### src/hw/spi_frame_pkg.sv
`default_nettype none

package spi_frame_pkg;

  // bit 11 of a command frame.
  typedef enum logic {
    OP_READ  = 1'b0,
    OP_WRITE = 1'b1
  } spi_op_e;

  typedef enum logic [2:0] {
    IDLE    = 3'd0,
    LOAD    = 3'd1,
    W_SHIFT = 3'd2,
    R_HDR   = 3'd3,
    R_TURN  = 3'd4,
    R_DATA  = 3'd5,
    DONE    = 3'd6
  } master_state_e;

  localparam int CMD_WIDTH_DEF  = 12;
  localparam int READ_WIDTH_DEF = 8;
  localparam int HDR_WIDTH_DEF  = 4; // opcode plus 3-bit address.

endpackage

`default_nettype wire

### src/hw/spi_cfg_pkg.sv
`default_nettype none

package spi_cfg_pkg;

  localparam int CFG_DW = 8;

  typedef enum logic [1:0] {
    REG_CLK_DIV = 2'd0,
    REG_TURN    = 2'd1,
    REG_STATUS  = 2'd2
  } cfg_addr_e;

  localparam logic [CFG_DW-1:0] CLK_DIV_RST = 8'd4;
  localparam logic [CFG_DW-1:0] TURN_RST    = 8'd8;

  // status register layout.
  localparam int STAT_BUSY_BIT = 7;
  localparam int STAT_CNT_W    = 7;

endpackage

`default_nettype wire

### src/hw/spi_cfg_regs.sv
`timescale 1ns/1ps
`default_nettype none

module spi_cfg_regs (
  input  logic                           clk,
  input  logic                           rst_n,
  input  logic                           cfg_wr,
  input  logic [1:0]                     cfg_addr,
  input  logic [spi_cfg_pkg::CFG_DW-1:0] cfg_wdata,
  output logic [spi_cfg_pkg::CFG_DW-1:0] cfg_rdata,
  input  logic                           busy,
  input  logic                           frame_done,
  output logic [spi_cfg_pkg::CFG_DW-1:0] clk_div,
  output logic [spi_cfg_pkg::CFG_DW-1:0] turn_len
);

  spi_cfg_pkg::cfg_addr_e                addr;
  logic [spi_cfg_pkg::STAT_CNT_W-1:0]    frame_cnt;

  assign addr = spi_cfg_pkg::cfg_addr_e'(cfg_addr);

  always_ff @(posedge clk or negedge rst_n)
  begin
    if (!rst_n)
    begin
      clk_div  <= spi_cfg_pkg::CLK_DIV_RST;
      turn_len <= spi_cfg_pkg::TURN_RST;
    end
    else if (cfg_wr)
    begin
      case (addr)
        spi_cfg_pkg::REG_CLK_DIV: clk_div  <= cfg_wdata;
        spi_cfg_pkg::REG_TURN:    turn_len <= cfg_wdata;
        default: ; // status is read-only.
      endcase
    end
  end

  // wraps at 128.
  always_ff @(posedge clk or negedge rst_n)
  begin
    if (!rst_n)
    begin
      frame_cnt <= '0;
    end
    else if (frame_done)
    begin
      frame_cnt <= frame_cnt + 1'b1;
    end
  end

  always_comb
  begin
    cfg_rdata = '0;
    case (addr)
      spi_cfg_pkg::REG_CLK_DIV: cfg_rdata = clk_div;
      spi_cfg_pkg::REG_TURN:    cfg_rdata = turn_len;
      spi_cfg_pkg::REG_STATUS:
      begin
        cfg_rdata[spi_cfg_pkg::STAT_BUSY_BIT]       = busy;
        cfg_rdata[spi_cfg_pkg::STAT_CNT_W-1:0]      = frame_cnt;
      end
      default: cfg_rdata = '0; // unmapped.
    endcase
  end

endmodule

`default_nettype wire

### src/hw/spi_sclk_gen.sv
`timescale 1ns/1ps
`default_nettype none

module spi_sclk_gen (
  input  logic                           clk,
  input  logic                           rst_n,
  input  logic                           sclk_en,
  input  logic [spi_cfg_pkg::CFG_DW-1:0] clk_div,
  output logic                           sclk,
  output logic                           sclk_rise,
  output logic                           sclk_fall
);

  logic [spi_cfg_pkg::CFG_DW-1:0] cnt;
  logic                           half_done;

  // >= so a smaller divider written mid-frame applies at the next half period.
  assign half_done = sclk_en && (cnt >= clk_div);

  always_ff @(posedge clk or negedge rst_n)
  begin
    if (!rst_n)
    begin
      cnt       <= '0;
      sclk      <= 1'b0;
      sclk_rise <= 1'b0;
      sclk_fall <= 1'b0;
    end
    else if (!sclk_en)
    begin
      cnt       <= '0; // next window gets a full first half.
      sclk      <= 1'b0;
      sclk_rise <= 1'b0;
      sclk_fall <= 1'b0;
    end
    else
    begin
      sclk_rise <= half_done && !sclk; // ticks line up with the new level.
      sclk_fall <= half_done && sclk;
      if (half_done)
      begin
        cnt  <= '0;
        sclk <= ~sclk;
      end
      else
      begin
        cnt <= cnt + 1'b1;
      end
    end
  end

endmodule

`default_nettype wire

### src/hw/spi_cmd_master.sv
`timescale 1ns/1ps
`default_nettype none

module spi_cmd_master #(
  parameter int CMD_WIDTH  = 12,
  parameter int READ_WIDTH = 8,
  parameter int HDR_WIDTH  = 4
) (
  input  logic                           clk,
  input  logic                           rst_n,
  input  logic [CMD_WIDTH-1:0]           cmd_in,
  input  logic                           cmd_vld,
  output logic                           cmd_rdy,
  output logic [READ_WIDTH-1:0]          read_data,
  output logic                           read_vld,
  input  logic [spi_cfg_pkg::CFG_DW-1:0] turn_len,
  output logic                           sclk_en,
  input  logic                           sclk_lvl,
  input  logic                           sclk_rise,
  input  logic                           sclk_fall,
  output logic                           busy,
  output logic                           frame_done,
  output logic                           sclk,
  output logic                           cs_n,
  output logic                           mosi,
  input  logic                           miso
);

  localparam int CNT_W = $clog2(CMD_WIDTH + 1);

  spi_frame_pkg::master_state_e   state;
  spi_frame_pkg::spi_op_e         op;
  spi_frame_pkg::spi_op_e         op_dec;
  logic [CMD_WIDTH-1:0]           tx_sr;
  logic [READ_WIDTH-1:0]          rx_sr;
  logic [CNT_W-1:0]               bit_cnt;
  logic [spi_cfg_pkg::CFG_DW-1:0] turn_cnt;
  logic [spi_cfg_pkg::CFG_DW-1:0] turn_max;
  logic                           accept;
  logic                           last_fall;

  assign accept   = cmd_vld && cmd_rdy;
  assign op_dec   = spi_frame_pkg::spi_op_e'(tx_sr[CMD_WIDTH-1]);
  assign turn_max = (turn_len == '0) ? spi_cfg_pkg::CFG_DW'(1) : turn_len; // 0 acts as 1.
  assign busy     = (state != spi_frame_pkg::IDLE);
  assign sclk     = sclk_lvl & ~cs_n; // idle low outside a window.

  assign sclk_en = (state == spi_frame_pkg::W_SHIFT) ||
                   (state == spi_frame_pkg::R_HDR)   ||
                   (state == spi_frame_pkg::R_DATA);

  // one counter for all windows, only the end count differs.
  always_comb
  begin
    case (state)
      spi_frame_pkg::W_SHIFT: last_fall = sclk_fall && (bit_cnt == CNT_W'(CMD_WIDTH - 1));
      spi_frame_pkg::R_HDR:   last_fall = sclk_fall && (bit_cnt == CNT_W'(HDR_WIDTH - 1));
      spi_frame_pkg::R_DATA:  last_fall = sclk_fall && (bit_cnt == CNT_W'(READ_WIDTH - 1));
      default:                last_fall = 1'b0;
    endcase
  end

  always_ff @(posedge clk or negedge rst_n)
  begin
    if (!rst_n)
    begin
      state      <= spi_frame_pkg::IDLE;
      op         <= spi_frame_pkg::OP_READ;
      cmd_rdy    <= 1'b1;
      cs_n       <= 1'b1;
      mosi       <= 1'b0;
      read_vld   <= 1'b0;
      frame_done <= 1'b0;
      bit_cnt    <= '0;
      turn_cnt   <= '0;
    end
    else
    begin
      read_vld   <= 1'b0;
      frame_done <= 1'b0;
      case (state)
        spi_frame_pkg::IDLE:
        begin
          if (accept)
          begin
            cmd_rdy <= 1'b0;
            state   <= spi_frame_pkg::LOAD;
          end
        end
        spi_frame_pkg::LOAD:
        begin
          op      <= op_dec;
          cs_n    <= 1'b0;
          mosi    <= tx_sr[CMD_WIDTH-1]; // first bit ready as cs_n falls.
          bit_cnt <= '0;
          state   <= (op_dec == spi_frame_pkg::OP_WRITE) ? spi_frame_pkg::W_SHIFT
                                                         : spi_frame_pkg::R_HDR;
        end
        spi_frame_pkg::W_SHIFT,
        spi_frame_pkg::R_HDR:
        begin
          if (last_fall)
          begin
            cs_n     <= 1'b1;
            mosi     <= 1'b0;
            bit_cnt  <= '0;
            turn_cnt <= '0;
            state    <= (state == spi_frame_pkg::W_SHIFT) ? spi_frame_pkg::DONE
                                                          : spi_frame_pkg::R_TURN;
          end
          else if (sclk_fall)
          begin
            bit_cnt <= bit_cnt + 1'b1;
            mosi    <= tx_sr[CMD_WIDTH-2];
          end
        end
        spi_frame_pkg::R_TURN:
        begin
          if (turn_cnt == turn_max - 1'b1)
          begin
            cs_n  <= 1'b0;
            state <= spi_frame_pkg::R_DATA;
          end
          else
          begin
            turn_cnt <= turn_cnt + 1'b1;
          end
        end
        spi_frame_pkg::R_DATA:
        begin
          if (last_fall)
          begin
            cs_n    <= 1'b1;
            bit_cnt <= '0;
            state   <= spi_frame_pkg::DONE;
          end
          else if (sclk_fall)
          begin
            bit_cnt <= bit_cnt + 1'b1;
          end
        end
        spi_frame_pkg::DONE:
        begin
          frame_done <= 1'b1;
          read_vld   <= (op == spi_frame_pkg::OP_READ);
          cmd_rdy    <= 1'b1;
          state      <= spi_frame_pkg::IDLE;
        end
        default: state <= spi_frame_pkg::IDLE;
      endcase
    end
  end

  always_ff @(posedge clk)
  begin
    if (state == spi_frame_pkg::IDLE && accept)
    begin
      tx_sr <= cmd_in;
    end
    else if ((state == spi_frame_pkg::W_SHIFT || state == spi_frame_pkg::R_HDR) && sclk_fall)
    begin
      tx_sr <= tx_sr << 1;
    end
    if (state == spi_frame_pkg::R_DATA && sclk_rise)
    begin
      rx_sr <= {rx_sr[READ_WIDTH-2:0], miso}; // msb first.
    end
    if (state == spi_frame_pkg::DONE && op == spi_frame_pkg::OP_READ)
    begin
      read_data <= rx_sr; // held until next read.
    end
  end

endmodule

`default_nettype wire

### src/hw/spi_ctrl_top.sv
`timescale 1ns/1ps
`default_nettype none

module spi_ctrl_top #(
  parameter int CMD_WIDTH  = spi_frame_pkg::CMD_WIDTH_DEF,
  parameter int READ_WIDTH = spi_frame_pkg::READ_WIDTH_DEF,
  parameter int HDR_WIDTH  = spi_frame_pkg::HDR_WIDTH_DEF
) (
  input  logic                           clk,
  input  logic                           rst_n,
  input  logic [CMD_WIDTH-1:0]           cmd_in,
  input  logic                           cmd_vld,
  output logic                           cmd_rdy,
  output logic [READ_WIDTH-1:0]          read_data,
  output logic                           read_vld,
  input  logic                           cfg_wr,
  input  logic [1:0]                     cfg_addr,
  input  logic [spi_cfg_pkg::CFG_DW-1:0] cfg_wdata,
  output logic [spi_cfg_pkg::CFG_DW-1:0] cfg_rdata,
  output logic                           sclk,
  output logic                           cs_n,
  output logic                           mosi,
  input  logic                           miso
);

  logic [spi_cfg_pkg::CFG_DW-1:0] clk_div;
  logic [spi_cfg_pkg::CFG_DW-1:0] turn_len;
  logic                           busy;
  logic                           frame_done;
  logic                           sclk_en;
  logic                           sclk_lvl;
  logic                           sclk_rise;
  logic                           sclk_fall;

  spi_cfg_regs u_regs (
    .clk        (clk),
    .rst_n      (rst_n),
    .cfg_wr     (cfg_wr),
    .cfg_addr   (cfg_addr),
    .cfg_wdata  (cfg_wdata),
    .cfg_rdata  (cfg_rdata),
    .busy       (busy),
    .frame_done (frame_done),
    .clk_div    (clk_div),
    .turn_len   (turn_len)
  );

  spi_sclk_gen u_sclk (
    .clk       (clk),
    .rst_n     (rst_n),
    .sclk_en   (sclk_en),
    .clk_div   (clk_div),
    .sclk      (sclk_lvl),
    .sclk_rise (sclk_rise),
    .sclk_fall (sclk_fall)
  );

  spi_cmd_master #(
    .CMD_WIDTH  (CMD_WIDTH),
    .READ_WIDTH (READ_WIDTH),
    .HDR_WIDTH  (HDR_WIDTH)
  ) u_master (
    .clk        (clk),
    .rst_n      (rst_n),
    .cmd_in     (cmd_in),
    .cmd_vld    (cmd_vld),
    .cmd_rdy    (cmd_rdy),
    .read_data  (read_data),
    .read_vld   (read_vld),
    .turn_len   (turn_len),
    .sclk_en    (sclk_en),
    .sclk_lvl   (sclk_lvl),
    .sclk_rise  (sclk_rise),
    .sclk_fall  (sclk_fall),
    .busy       (busy),
    .frame_done (frame_done),
    .sclk       (sclk),
    .cs_n       (cs_n),
    .mosi       (mosi),
    .miso       (miso)
  );

endmodule

`default_nettype wire

### config.mk
export PLATFORM = sky130hd
export DESIGN_NAME = spi_ctrl_top
export DESIGN_NICKNAME = d
export VERILOG_FILES = /design/src/hw/spi_frame_pkg.sv /design/src/hw/spi_cfg_pkg.sv /design/src/hw/spi_cfg_regs.sv /design/src/hw/spi_sclk_gen.sv /design/src/hw/spi_cmd_master.sv /design/src/hw/spi_ctrl_top.sv
export SDC_FILE = /design/constraint.sdc
export NUM_CORES = 1
export LEC_CHECK = 0
export BUFFER_PORTS_ARGS = -buffer_cell sky130_fd_sc_hd__clkbuf_2
export CAP_MARGIN = 10
export CORE_MARGIN = 2
export CORE_UTILIZATION = 25
export CTS_CLUSTER_SIZE = 8
export DETAILED_ROUTE_END_ITERATION = 6
export PLACE_DENSITY = 0.5
export SKIP_CTS_REPAIR_TIMING = 1
export SLEW_MARGIN = 20
export SYNTH_ARGS = -nofsm -noshare
export SYNTH_HDL_FRONTEND = slang
export SYNTH_SLANG_ARGS = --single-unit
export TNS_END_PERCENT = 5
### constraint.sdc
create_clock -name clk -period 4.76 [get_ports clk]
set_input_delay 0.714 -clock clk [delete_from_list [all_inputs] [get_ports clk]]
set_output_delay 0.714 -clock clk [all_outputs]
set_load 0.01 [all_outputs]
After elaboration in Yosys (flattened, before gate mapping)
Cells that the tools add are included.

word-level totals
  word-level logic and storage cells = 118
  bits in registers = 83
  output and inout port bits = 21
  bits of input ports = 27

cells by class
  bitwise logic cells = 4
  equality and inequality tests = 21
  muxes and demuxes = 34
  $lt $le $gt $ge = 1
  reductions and logical operators = 34
  $add $sub $neg = 5

operator list
  cell                                                                      number
  8-bit 2-to-1 mux                                                          5
  12-bit 2-to-1 mux                                                         2
  8-bit one-hot mux with 3 select lines                                     1
  8-bit by 1-bit adder with 8-bit output (second input constant)            2
  8-bit one-hot mux with 2 select lines                                     1
  3-bit one-hot mux with 5 select lines                                     1
  1-bit 2-to-1 mux                                                          12
  3-bit 2-to-1 mux                                                          4
  1-bit logical AND                                                         11
  2-bit by 1-bit inequality test with 1-bit output (second input constant)  5
  2-bit AND reduction                                                       5
  2-bit nonzero test                                                        5
  3-bit == test (second input constant)                                     3
  8-bit == test                                                             1
  8-bit >= comparator                                                       1
  8-bit zero test                                                           1
  4-bit 2-to-1 mux                                                          2
  4-bit one-hot mux with 2 select lines                                     1
  8-bit by 1-bit subtractor with 8-bit output (second input constant)       1
  7-bit by 1-bit adder with 7-bit output (second input constant)            1
  3-bit by 2-bit == test with 1-bit output (second input constant)          2
  1-bit one-hot mux with 3 select lines                                     2
  3-bit AND reduction                                                       2
  3-bit nonzero test                                                        2
  other kinds (21)                                                          26

Depth between registers and ports, before layout
Gate-level depths: netlist of the first run.

  depth in word-level cells = 6
  depth in mapped cells = 11
  gate-level depth less buffers = 10

By module
From an unflattened synthesis of the first run, not the netlist that was laid out.

unflattened totals
  cell total of the unflattened synthesis = 362
  area total of the unflattened synthesis = 4,225.3 µm²

modules (own cells, without submodules)
  module          cells an instance  area each (µm²)  times used  sequential area each (µm²)
  spi_cmd_master  207                2,417.3          1           1,368.8
  spi_cfg_regs    84                 1,074.8          1           578.1
  spi_sclk_gen    71                 733.2            1           275.3

Least setup slack after synthesis of the first run
Ideal clock, no wire load.

  path kind = reg2reg
  start point = register u_regs.turn_len[3] (netlist name)
  end point = register u_master.turn_cnt[7] (netlist name)
  stages on the path, launching flop included = 11
  buffers on the path = 0
  arrival = 2,831 ps
  library setup time = 119 ps
  slack = 1,810 ps
  clock period less this slack = 2,950 ps
  required time = 4,641 ps
  path through = dfstp_2 -> nor4_2 -> a21oi_1 -> ha_1 -> or3b_1 -> or3_1 -> a211oi_1 -> o211ai_4 -> o2111a_1 -> and3_1 -> o21a_1

between the ends
  word-level cells in the longest chain between the ends = 6

ends and longest elaborated chain
  what                                             RTL line               source
  start, declared                                  spi_cfg_regs.sv:14     output logic [spi_cfg_pkg::CFG_DW-1:0] turn_len
  start signal, assigned                           spi_cfg_regs.sv:27     turn_len <= spi_cfg_pkg::TURN_RST;
  start signal, assigned                           spi_cfg_regs.sv:33     spi_cfg_pkg::REG_TURN: turn_len <= cfg_wdata;
  8-bit zero test                                  spi_cmd_master.sv:44   assign turn_max = (turn_len == '0) ? spi_cfg_pkg::CFG_DW'(1) : turn_len;
  8-bit 2-to-1 mux (*)                             spi_cmd_master.sv:44
  8-bit by 1-bit subtractor with 8-bit output (*)  spi_cmd_master.sv:119  if (turn_cnt == turn_max - 1'b1)
  8-bit == test (*)                                spi_cmd_master.sv:119
  2-bit inequality test (no source line) (*)       n/a
  3-bit AND reduction (no source line) (*)         n/a
  end signal, assigned                             spi_cmd_master.sv:126  turn_cnt <= turn_cnt + 1'b1;
  end, declared                                    spi_cmd_master.sv:37   logic [spi_cfg_pkg::CFG_DW-1:0] turn_cnt;

Mark *: on every way between the ends. The rest lies on a longest branch, timed or not.
A chain may end at the register's enable or synchronous reset.

Worst setup path in the final report of the first run
Same ends and word-level chain as after synthesis.

==> run summary, run 1 <==
The run finished with clean final reports. The last weighted congestion value of the routability-driven placer came out at 0.852. TritonCTS built the clock tree. The post-synthesis average cell area is 10.5 um2. The final critical path time including I/O delays and setup came out at 3.14 ns.

The peak ir drop on the vdd network came out at 0.146 mV. The effective utilization at floorplan came out at 25.4%. The routed length per instance is 13.7 um. The proportion of power drawn by flip-flops and latches came out at 45.2%.

The number of nets in the synthesized netlist is 439. The worst setup skew after layout is 0.00711 ns. The number of global-route vias before repair was 3075.

The fraction of registers with async set or reset after synthesis is 66.3%. The tightest slew margin relative to the limit is 52.8%. The max capacitance violation total came out at 0. The core region area is 16500 um2. Counting along the longest clock path gives a buffer depth of 2. The insertion delay of the later-clocked pin in the worst-skew pair came out at 0.34 ns.

Relative to the synthesized area, the layout overhead comes to 19.4%. The post-synthesis instance area came out at 4190 um2. The setup path with the least slack is of type flip-flop to flip-flop. During I/O placement, the number of pins put on the boundary was 48. The total congestion overflow is 0. The number of hold violations in the final report came out at 0.

In this run the clock root is driven by a clkbuf_16. Sorting the synthesized cells by area gives the leading types as dfrtp_1 (30%), edfxtp_1 (20%), nand2_1 (6.5%). The static leakage power is 0.00213 uW. The die is 133 um tall. The row count came out at 47. Detailed routing inserted a total of 2994 vias.

The combined buffer and inverter count along the critical path is 0. The pin count of the biggest net entering global routing is 56. In this run, synthesis inferred 28 flip-flops with an integrated enable.

After detailed placement, the total cell area comes to 4660 um2. The setup TNS is 0 ns. The overall die area is 17800 um2. The final instance area is 5000 um2.

The number of synthesized register bits came out at 83. The most area-hungry cell type in the Yosys netlist is dfrtp_1. For this run, the register share of the synthesized area comes to 53.1%.

Global routing consumed, over all layers together, 11.2% of the routing resources. For this run, the number of Yosys warnings is 0. The switching share of power came out at 23.4%. In this design, the largest share of critical-path delay is due to compound AO/OA/AOI/OAI gates. The worst setup path is launched from a flip-flop. Setup violations remaining at the end of the flow were counted as 0.

Setup repair after global routing left no endpoint under its margin. The transition time of the tightest slew-check pin is 0.709 ns. Buffers inserted during clock tree synthesis total 9. The initial DRC count is 180.

The power spent charging and discharging nets is 412 uW. The clock transition at the registers of the reported paths is 0.06 ns. The signal on the critical path passes through nor4_2 -> a21oi_1 -> ha_1 -> or3b_1 -> or3_1 -> a211oi_1 -> o211ai_4 -> o2111a_1 -> and3_1 -> o21a_1. The die is 133 um wide. The clock group share of total power came out at 45.2%. At the worst endpoint, the required time is 4.99 ns. The max-slew violation count was 0. In the final layout, the share of cells above drive strength 1 is 19.6%. 0 antenna diodes ended up in the layout. The internal power is 1350 uW.

The most instantiated flip-flop cell in the synthesis netlist is dfrtp_1. The wire length reported by the detailed router is 9200 um. The worst setup path is captured at a flip-flop. The netlist uses 58 different library cells. The detail route stage leaves a number of antenna-violating nets equal to 0. For this design, the slowest cell found on the critical path is dfstp_2.

The top-area cell type share of the netlist area came out at 30.5%. The total power divided by cell area came out at 352 nW/um2. On the worst path, the slowest cell contributes a delay of 0.60 ns. The path class of the tightest hold or removal check is flip-flop to flip-flop.

The largest fanout on the critical path is 7. The number of H-tree levels is 3. The share of the cycle needed by the critical path after routing came out at 66.0%. The number of optimization iterations in the first detailed-route pass is 4. The number of buffers inserted by port buffering came out at 47. The net total in the final layout is 485. Combinational logic burns 9.5% of the power. The instance count of the mapped netlist is 399. The data arrival time of the critical path is 3.37 ns.

The maximum clock rate came out at 318 MHz. The wire length of the first global-routing pass is 15700 um. The number of antenna violations at the first check in global routing came out at 0. The total DRC errors in the routed layout is 0.

Using the TritonRoute via totals, the vias-per-cell ratio works out to 4.47. The estimated wirelength of the detail-placed design came out at 6770 um. The number of fill cells came out at 1773.

The number of clock sinks came out at 83.
-- power groups by stage --
| stage | combinational [uW] | clock (uW) | sequential (uW) |
|---|---|---|---|
| after floorplan | 132 | 0 | 792 |
| after global placement | 169 | 0 | 807 |
| after detailed placement | 171 | 0 | 811 |
| after CTS | 171 | 820 | 797 |
| after global routing | 191 | 847 | 802 |
| final | 168 | 796 | 796 |
-- registers in the layout, indices dropped and copies added (netlist names) --
signal	count
u_master.tx_sr	12
u_master.op	1
u_master.rx_sr	8
u_sclk.sclk_rise	1
u_master.read_vld	1
u_master.state	3
u_regs.turn_len	8
u_regs.clk_div	8
u_master.frame_done	1
u_master.turn_cnt	8
u_sclk.sclk	1
u_master.cs_n	1
u_sclk.cnt	8
u_master.mosi	1
u_master.cmd_rdy	1
u_regs.frame_cnt	7
u_sclk.sclk_fall	1
u_master.bit_cnt	4
u_master.read_data	8
-- stage by stage --
stage / power, uW / instances / hold WS, ns / setup slack, ns / utilization (%)
after floorplan: 924 / 399 / 0.400 / 1.81 / -
after global placement: 976 / 654 / 0.406 / 1.68 / 28.3
after detailed placement: 981 / 654 / 0.428 / 1.63 / 28.3
after CTS: 1790 / 670 / 0.443 / 1.61 / 30.4
after global routing: 1840 / 670 / 0.445 / 1.38 / 30.4
final: 1760 / 670 / 0.433 / 1.62 / 30.4
-- logic make-up after synthesis --
kind of cell	synth area share (%)
flops	53.1
xor+xnor	4.60
simple gates	17.1
fa+ha+maj	3.88
mux	5.32
buf+inv	3.23
compound gates	12.8
-- worst register-to-register path: stages (launching register included) --
cell	delay, ns
dfstp_2	0.60
nor4_2	0.10
a21oi_1	0.23
ha_1	0.25
or3b_1	0.37
or3_1	0.35
a211oi_1	0.35
o211ai_4	0.16
o2111a_1	0.29
and3_1	0.17
o21a_1	0.16
-- path summary, 6_finish.rpt --
path | from | endpoint | slack [ns] | cells past startpoint
hold / removal | u_master.rx_sr[7] | u_master.read_data[7] | 0.43 | 0
min in group asynchronous | rst_n | u_regs.turn_len[0] | 0.50 | 2
hold reg to reg | u_master.rx_sr[7] | u_master.read_data[7] | 0.43 | 0
setup / recovery | u_regs.turn_len[3] | u_master.turn_cnt[7] | 1.62 | 10
setup reg to reg | u_regs.turn_len[3] | u_master.turn_cnt[7] | 1.62 | 10
max in group asynchronous | rst_n | u_sclk.sclk_fall | 3.78 | 2
-- Yosys cell counts, types with 4 or more instances --
library cell and instances:
nor2_1 21, inv_1 18, a21o_1 4, nand2b_1 5, xnor2_1 13, dfrtp_1 51
a21oi_1 8, nor2b_1 5, nand3_1 14, nand2_1 72, edfxtp_1 28, xor2_1 9
o21ai_0 26, dfstp_2 4, clkbuf_1 14, nor3_1 9, and3_1 6, o21a_1 4
mux2i_1 11, ha_1 13, nand4_1 4, mux2_2 10
-- layout make-up --
type / instances / area (um2) / share of cell area [%]
Sequential cell: 83 / 2220 / 44.5
Tap cell: 220 / 275 / 5.51
Inverter: 19 / 71.3 / 1.43
Clock buffer: 9 / 225 / 4.51
Clock inverter: 7 / 116 / 2.33
Multi-Input combinational cell: 282 / 1830 / 36.6
Timing Repair Buffer: 50 / 258 / 5.16
-- placed cells by master (no fill, tap or decap), types with 5 or more instances in the layout --
cell	count
ha_1	13
edfxtp_1	28
dfrtp_1	51
nand2_1	72
and3_1	6
nor2b_1	5
a21oi_1	8
nand3_1	14
o21ai_0	26
mux2i_1	11
nor3_1	9
clkbuf_16	9
inv_1	18
mux2_2	10
nor2_1	21
clkbuf_2	47
xor2_1	9
nand2b_1	5
xnor2_1	13
-- metal layers --
layer / global-route usage (%) / part of all wire, % / vias to the layer above
met2: 18.0 / 48 / 39
met5: 0 / 0 / -
li1: - / - / 1507
met3: 1.94 / 2.2 / 13
met4: 5.50 / 2.3 / 0
met1: 14.7 / 47 / 1435
(Power assumes the default switching activity.)
==> inputs of run 2 (changes only) <==
==> constraint.sdc (replaced) <==
create_clock -name clk -period 3.1 [get_ports clk]
set_input_delay 0.465 -clock clk [delete_from_list [all_inputs] [get_ports clk]]
set_output_delay 0.465 -clock clk [all_outputs]
set_load 0.01 [all_outputs]
==> run 2 against run 1 <==
Against the previous run:
- sequential share of layout area decreased by 0.43 points
- die area unchanged
- clock power increased by 39%
==> run summary, run 2 (same netlist as run 1, synthesis figures left out) <==
The class of the tightest hold or removal check is primary input to asynchronous set/reset pin. The largest fanout on the critical path is 4 (-3). The number of global-route vias before repair came to 3196 (+3.9%). The tightest slew margin relative to the limit is 53.6% (+0.88 points). The setup TNS is 0 ns (unchanged). The insertion delay of the later-clocked pin in the worst-skew pair is 0.34 ns (about the same).

The transition time of the tightest slew-check pin is 0.690 ns (-0.0185 ns). The max capacitance violation total came out at 0 (unchanged). The net total in the final layout came out at 495 (+2.1%). The core region area came out at 16500 um2 (unchanged). Setup repair after global routing left no endpoint under its margin.

The cell at the slowest stage of the critical path is dfstp_2. The routed length per instance came out at 14.1 um (+2.6%). The number of clock buffers inserted by TritonCTS is 9 (unchanged). The vertical extent of the die came out at 133 um (unchanged). The antenna cell count came out at 0 (unchanged). The flip-flop count of the largest register after layout is 12 (unchanged). The pin count of the biggest net entering global routing is 25 (-55%). The effective utilization at floorplan came to 25.4% (unchanged). The last weighted congestion value of the routability-driven placer was 0.843 (-1.1%). The overall die area came out at 17800 um2 (unchanged). The reg-to-reg startpoint is u_regs.turn_len[3].

The worst stage delay on the critical path is 0.54 ns (-0.06 ns). The total via count in the routed design is 3106 (+3.7%). The number of placed cells counting well taps is 664 (+1.5%).

The final antenna-violating net count came out at 0 (unchanged). TritonCTS built the clock tree. The worst setup margin came out at 0.210 ns (-1.41 ns). The number of I/O pins was 48 (unchanged). The worst setup skew after layout came out at 0.00611 ns (-0.000999 ns). The number of buffers inserted by port buffering came out at 47 (unchanged).

The number of hold violations in the final report came out at 0 (unchanged). The maximum clock rate came out at 346 MHz (+8.6%). The number of H-tree levels came out at 3 (unchanged). Compared with the post-synthesis result, the final layout area differs by 20.5%. STA classifies the critical path endpoint as a flip-flop.

The total power divided by cell area is 521 nW/um2 (+48%). The length in cells of the worst reg-to-reg path is 10 (unchanged). The total congestion overflow came out at 0 (unchanged). The wire length of the first global-routing pass came out at 16100 um (+2.3%). The total DRC errors in the routed layout came out at 0 (unchanged). The worst setup path is of the flip-flop to flip-flop kind. The static leakage power is 0.00216 uW (+1.7%). The wire length reported by the detailed router is 9570 um (+4.1%).

The fraction of final layout cells sized beyond drive strength 1 came out at 21.7% (+2.2 points). In this run the critical register-to-register path is captured at u_master.turn_cnt[7]. The critical path required time is 3.33 ns (-1.66 ns). Counting flops per register, the top entry is u_master.tx_sr. The data arrival time of the critical path came out at 3.12 ns (-0.25 ns). The total routing resource utilization after global routing is 11.4% (+0.16 points). The number of clock sinks is 83 (unchanged).

The initial DRC count came out at 125 (-31%). The final standard cell count with taps included and fillers excluded came out at 680 (+1.5%). The flow ran to the end, and the final reports show no timing, DRC or antenna violations.

The peak ir drop on the vdd network is 0.207 mV (+42%). The row count is 47 (unchanged). The final critical path time including I/O delays and setup came out at 2.89 ns (-0.250 ns). The die outline width is 133 um (unchanged).

The setup-violating endpoint count in the final report is 0 (unchanged). The clock transition at the registers of the reported paths is 0.07 ns (about the same). The worst setup path is launched from a flip-flop.

The estimated wirelength of the detail-placed design is 7040 um (+4.0%). In this run the clock root is driven by a clkbuf_16. The share of the cycle needed by the critical path after routing came to 93.2% (+27 points). The register-to-register setup slack came out at 0.21 ns (-1.41 ns).

The worst setup slack after placement is 0.0686 ns (-1.56 ns). The post-layout utilization of the core was 30.7% (+0.30 points). The signal on the critical path passes through nor4_2 -> a21oi_2 -> ha_1 -> or3b_1 -> or3_1 -> a211oi_2 -> o211ai_4 -> o2111a_1 -> and3_1 -> o21a_1. The max-slew violation count came out at 0 (unchanged).

The worst hold margin is 0.136 ns (-0.297 ns). Leaving out fill and tap cells, the most frequent cells in the layout are nand2_1 (72), dfrtp_1 (51), clkbuf_2 (47). The ratio of routed vias to standard cells was 4.57 (+2.2%). The number of antenna violations at the first check in global routing came out at 0 (unchanged).

The buffer depth of the longest clock path came out at 2 (unchanged). The number of optimization iterations in the first detailed-route pass is 4 (unchanged). The number of fill cells is 1787 (+0.79%). The most frequent standard cell in the layout excluding fill and tap cells is nand2_1.
==> run 2: through the flow <==
stage / total power, uW / instance area, um2
CTS: 2670 / 5040
finish: 2630 / 5050
floorplan: 1420 / 4190
global placement: 1530 / 4730
detailed placement: 1540 / 4730
global route: 2750 / 5050
==> run 2: final cells by class <==
type / count / area (um2) / share of cell area (%)
Sequential cell: 83 / 2220 / 44.0
Inverter: 19 / 71.3 / 1.41
Multi-Input combinational cell: 282 / 1840 / 36.4
Tap cell: 220 / 275 / 5.45
Timing Repair Buffer: 60 / 333 / 6.59
Clock inverter: 7 / 81.3 / 1.61
Clock buffer: 9 / 225 / 4.46
==> run 2: layer usage <==
| metal | routed length (um) | up-vias | GRT usage (%) |
|---|---|---|---|
| met5 | 0 | - | 0 |
| met4 | 216 | 0 | 4.96 |
| met3 | 217 | 17 | 1.94 |
| met2 | 4610 | 42 | 18.5 |
| met1 | 4530 | 1529 | 15.0 |
| li1 | - | 1518 | - |
==> run 2: worst max-delay path by stage <==
| stage | slack (ns) | depth (start not counted) | start | to |
|---|---|---|---|---|
| 6_report | 0.21 | 10 | u_regs.turn_len[3] | u_master.turn_cnt[7] |
| 5_1_grt | 0.04 | 10 | u_regs.turn_len[3] | u_master.turn_cnt[7] |
| 4_1_cts | 0.04 | 10 | u_regs.turn_len[3] | u_master.turn_cnt[7] |
| 3_5_place_dp | 0.07 | 10 | u_regs.turn_len[3] | u_master.turn_cnt[7] |
| 3_3_place_gp | 0.12 | 10 | u_regs.turn_len[3] | u_master.turn_cnt[7] |
| 2_1_floorplan | 0.15 | 10 | u_regs.turn_len[3] | u_master.turn_cnt[7] |
==> run 2: where the power goes <==
group | switching [uW] | internal, uW | total [uW]
Sequential | 30.4 | 1170 | 1200
Clock | 477 | 637 | 1110
Combinational | 177 | 139 | 316
Total | 685 | 1950 | 2630
==> run 2: worst max-delay path, delay by kind of cell, from the launching register on <==
| kind | cells | cell delay (ns) |
|---|---|---|
| flip-flops | 1 | 0.54 |
| AO/OA/AOI/OAI | 5 | 1.02 |
| adder cells (fa/ha/maj) | 1 | 0.23 |
| AND/OR/NAND/NOR | 4 | 0.98 |
==> inputs of run 3 (changes only) <==
==> constraint.sdc (replaced) <==
create_clock -name clk -period 3.6 [get_ports clk]
set_input_delay 0.54 -clock clk [delete_from_list [all_inputs] [get_ports clk]]
set_output_delay 0.54 -clock clk [all_outputs]
set_load 0.01 [all_outputs]
==> run 3 against run 2 <==
Against the previous run:
- core utilization fell by 0.55 points
- worst setup slack improved by 0.23 ns
- clock power fell by 20%
- maximum frequency fell by 8.4%
- non-clock buffer count fell by 8
- clock skew rose by 0.0020 ns
- critical path depth did not move
- final cell count fell by 1.2%
- sequential cell count did not move
- die area did not move
- combinational power fell by 28%
- register-to-register slack improved by 0.23 ns
==> run summary, run 3 (same netlist as run 1, synthesis figures left out) <==
The area occupied by registers came out at 2220 um2 (unchanged). The number of buffers inserted by port buffering is 47 (unchanged). The number of I/O pins is 48 (unchanged).

The die outline width came out at 133 um (unchanged). The tightest slew margin relative to the limit is 62.8% (+9.2 points). The ratio of routed vias to standard cells is 4.53 (-0.86%). The clock group share of total power was 41.1% (-1.3 points). The net total in the final layout is 487 (-1.6%). The number of fill cells is 1762 (-1.4%). The number of H-tree levels was 3 (unchanged). The path class of the tightest hold or removal check is primary input to asynchronous set/reset pin. The max-slew violation count is 0 (unchanged). The setup-violating endpoint count in the final report came out at 0 (unchanged). The total power divided by cell area is 438 nW/um2 (-16%). The peak ir drop on the vdd network came to 0.186 mV (-9.9%). The critical path in this run is classified as flip-flop to flip-flop. The estimated wirelength of the detail-placed design was 6840 um (-3.0%).

The total via count in the routed design was 3043 (-2.0%). The core region area came out at 16500 um2 (unchanged). The wire length of the first global-routing pass is 15500 um (-3.9%). The total congestion overflow is 0 (unchanged).

The vertical extent of the die is 133 um (unchanged). The register-to-register setup slack came out at 0.44 ns (+0.23 ns). The max capacitance violation total is 0 (unchanged). The initial DRC count came to 195 (+56%). The worst setup path is captured at a flip-flop.

The transition time of the tightest slew-check pin came out at 0.554 ns (-0.136 ns). The pin count of the biggest net entering global routing came to 40 (+60%). The antenna cell count is 0 (unchanged).

CTS placed an instance of clkbuf_16 at the clock tree root. Setup repair after global routing left no endpoint under its margin. The power spent charging and discharging nets came out at 585 uW (-15%). The number of hold violations in the final report came out at 0 (unchanged). The row count is 47 (unchanged).

The number of clock sinks is 83 (unchanged). The number of global-route vias before repair is 3040 (-4.9%). The buffer depth of the longest clock path came out at 2 (unchanged). The overall die area came out at 17800 um2 (unchanged). The largest register by flop count is u_master.tx_sr.

The clock transition at the registers of the reported paths came to 0.07 ns (about the same). The flow ran to the end, and the final reports show no timing, DRC or antenna violations. The combinational group share of total power is 10.5% (-1.5 points). The wire length reported by the detailed router came out at 9280 um (-3.1%).

The number of antenna violations at the first check in global routing came out at 0 (unchanged). TritonCTS built the clock tree. The critical path required time is 3.83 ns (+0.50 ns). The library cells used most frequently in the layout, excluding fill and tap cells, are nand2_1 (72), dfrtp_1 (51), clkbuf_2 (47). The maximum clock rate came out at 317 MHz (-8.4%). The total DRC errors in the routed layout came out at 0 (unchanged). The number of clock buffers inserted by TritonCTS is 9 (unchanged). From synthesis to final layout, the design area changed by 18.3%.

The insertion delay of the later-clocked pin in the worst-skew pair is 0.34 ns (about the same). The setup TNS came out at 0 ns (unchanged). The total routing resource utilization after global routing came out at 10.9% (-0.47 points). The first element of the critical path is u_regs.turn_len[3]. The final antenna-violating net count came out at 0 (unchanged).

The nature of the critical path startpoint is a flip-flop. The routed length per instance came out at 13.8 um (-2.0%). The largest fanout on the critical path came out at 7 (+3). The worst setup margin came out at 0.444 ns (+0.234 ns). The worst setup slack after placement came to 0.446 ns (+0.377 ns). The share of the cycle needed by the critical path after routing is 87.7% (-5.6 points). The proportion of power drawn by flip-flops and latches was 48.4% (+2.8 points). The final critical path time including I/O delays and setup is 3.16 ns (+0.266 ns). The data arrival time of the critical path is 3.39 ns (+0.27 ns).

The switching share of power came out at 27.0% (+0.93 points). Leaving out fill and tap cells, the most frequent cell in the layout is nand2_1. The last weighted congestion value of the routability-driven placer came out at 0.860 (+2.0%).

The area of the multi-input gates came out at 1830 um2 (-0.48%). The flip-flop count of the largest register after layout came to 12 (unchanged). The worst setup skew after layout is 0.00813 ns (+0.00202 ns).

The fraction of final layout cells sized beyond drive strength 1 came to 19.9% (-1.8 points). The startpoint identified for the worst register-to-register timing path is u_regs.turn_len[3]. The number of optimization iterations in the first detailed-route pass is 4 (unchanged).

The static leakage power is 0.00211 uW (-2.6%). The internal power is 1580 uW (-19%). The effective utilization at floorplan came out at 25.4% (unchanged).
==> run 3: changes by cell type in the layout (fill, tap and decap cells not counted) <==
cell	delta
buf_4	-8
a211oi_1	+1
a211oi_2	-1
a21oi_1	+1
a21oi_2	-1
bufinv_16	-1
clkinv_4	+1
clkinvlp_4	+1
inv_6	-1
==> run 3: final timing paths <==
kind / to / cells after the start
max: u_master.turn_cnt[7] / 10
min: u_regs.turn_len[0] / 1
max reg2reg: u_master.turn_cnt[7] / 10
min reg2reg: u_master.read_data[7] / 0
max in group asynchronous: u_master.cs_n / 2
min in group clk: u_master.rx_sr[0] / 1
==> run 3: final cells by class <==
class                           instances  area share, %
Clock inverter                          7           1.19
Inverter                               19           1.44
Sequential cell                        83           44.8
Tap cell                              220           5.55
Timing Repair Buffer                   52           5.50
Clock buffer                            9           4.54
Multi-Input combinational cell        282           36.9
==> run 3: per-stage QoR <==
stage               total power [uW]  instance area (um2)  std cells  utilization [%]  hold slack [ns]
finish                          2170                 4960        672             30.1            0.131
floorplan                       1220                 4190        399                -            0.244
detailed placement              1300                 4670        656             28.4            0.418
global route                    2270                 4960        672             30.1            0.159
global placement                1290                 4670        656             28.4            0.409
CTS                             2200                 4960        672             30.1            0.144
==> run 3: power groups by stage <==
stage                     clock network (uW)  registers [uW]  logic [uW]
after global routing                     961            1060         256
after detailed placement                   0            1070         228
after global placement                     0            1070         224
final                                    892            1050         227
after CTS                                917            1050         230
after floorplan                            0            1050         174
==> run 3: routing by layer <==
metal	routed length [um]	track usage (%)
met5	0	0
met4	181	4.79
met3	284	2.59
met2	4300	17.0
met1	4510	14.5
==> run 3: critical path, cell delays in order (launching register included) <==
cell      delay (ns)
dfstp_2         0.60
nor4_2          0.10
a21oi_1         0.23
ha_1            0.25
or3b_1          0.38
or3_1           0.35
a211oi_1        0.37
o211ai_4        0.16
o2111a_1        0.28
and3_1          0.17
o21a_1          0.16
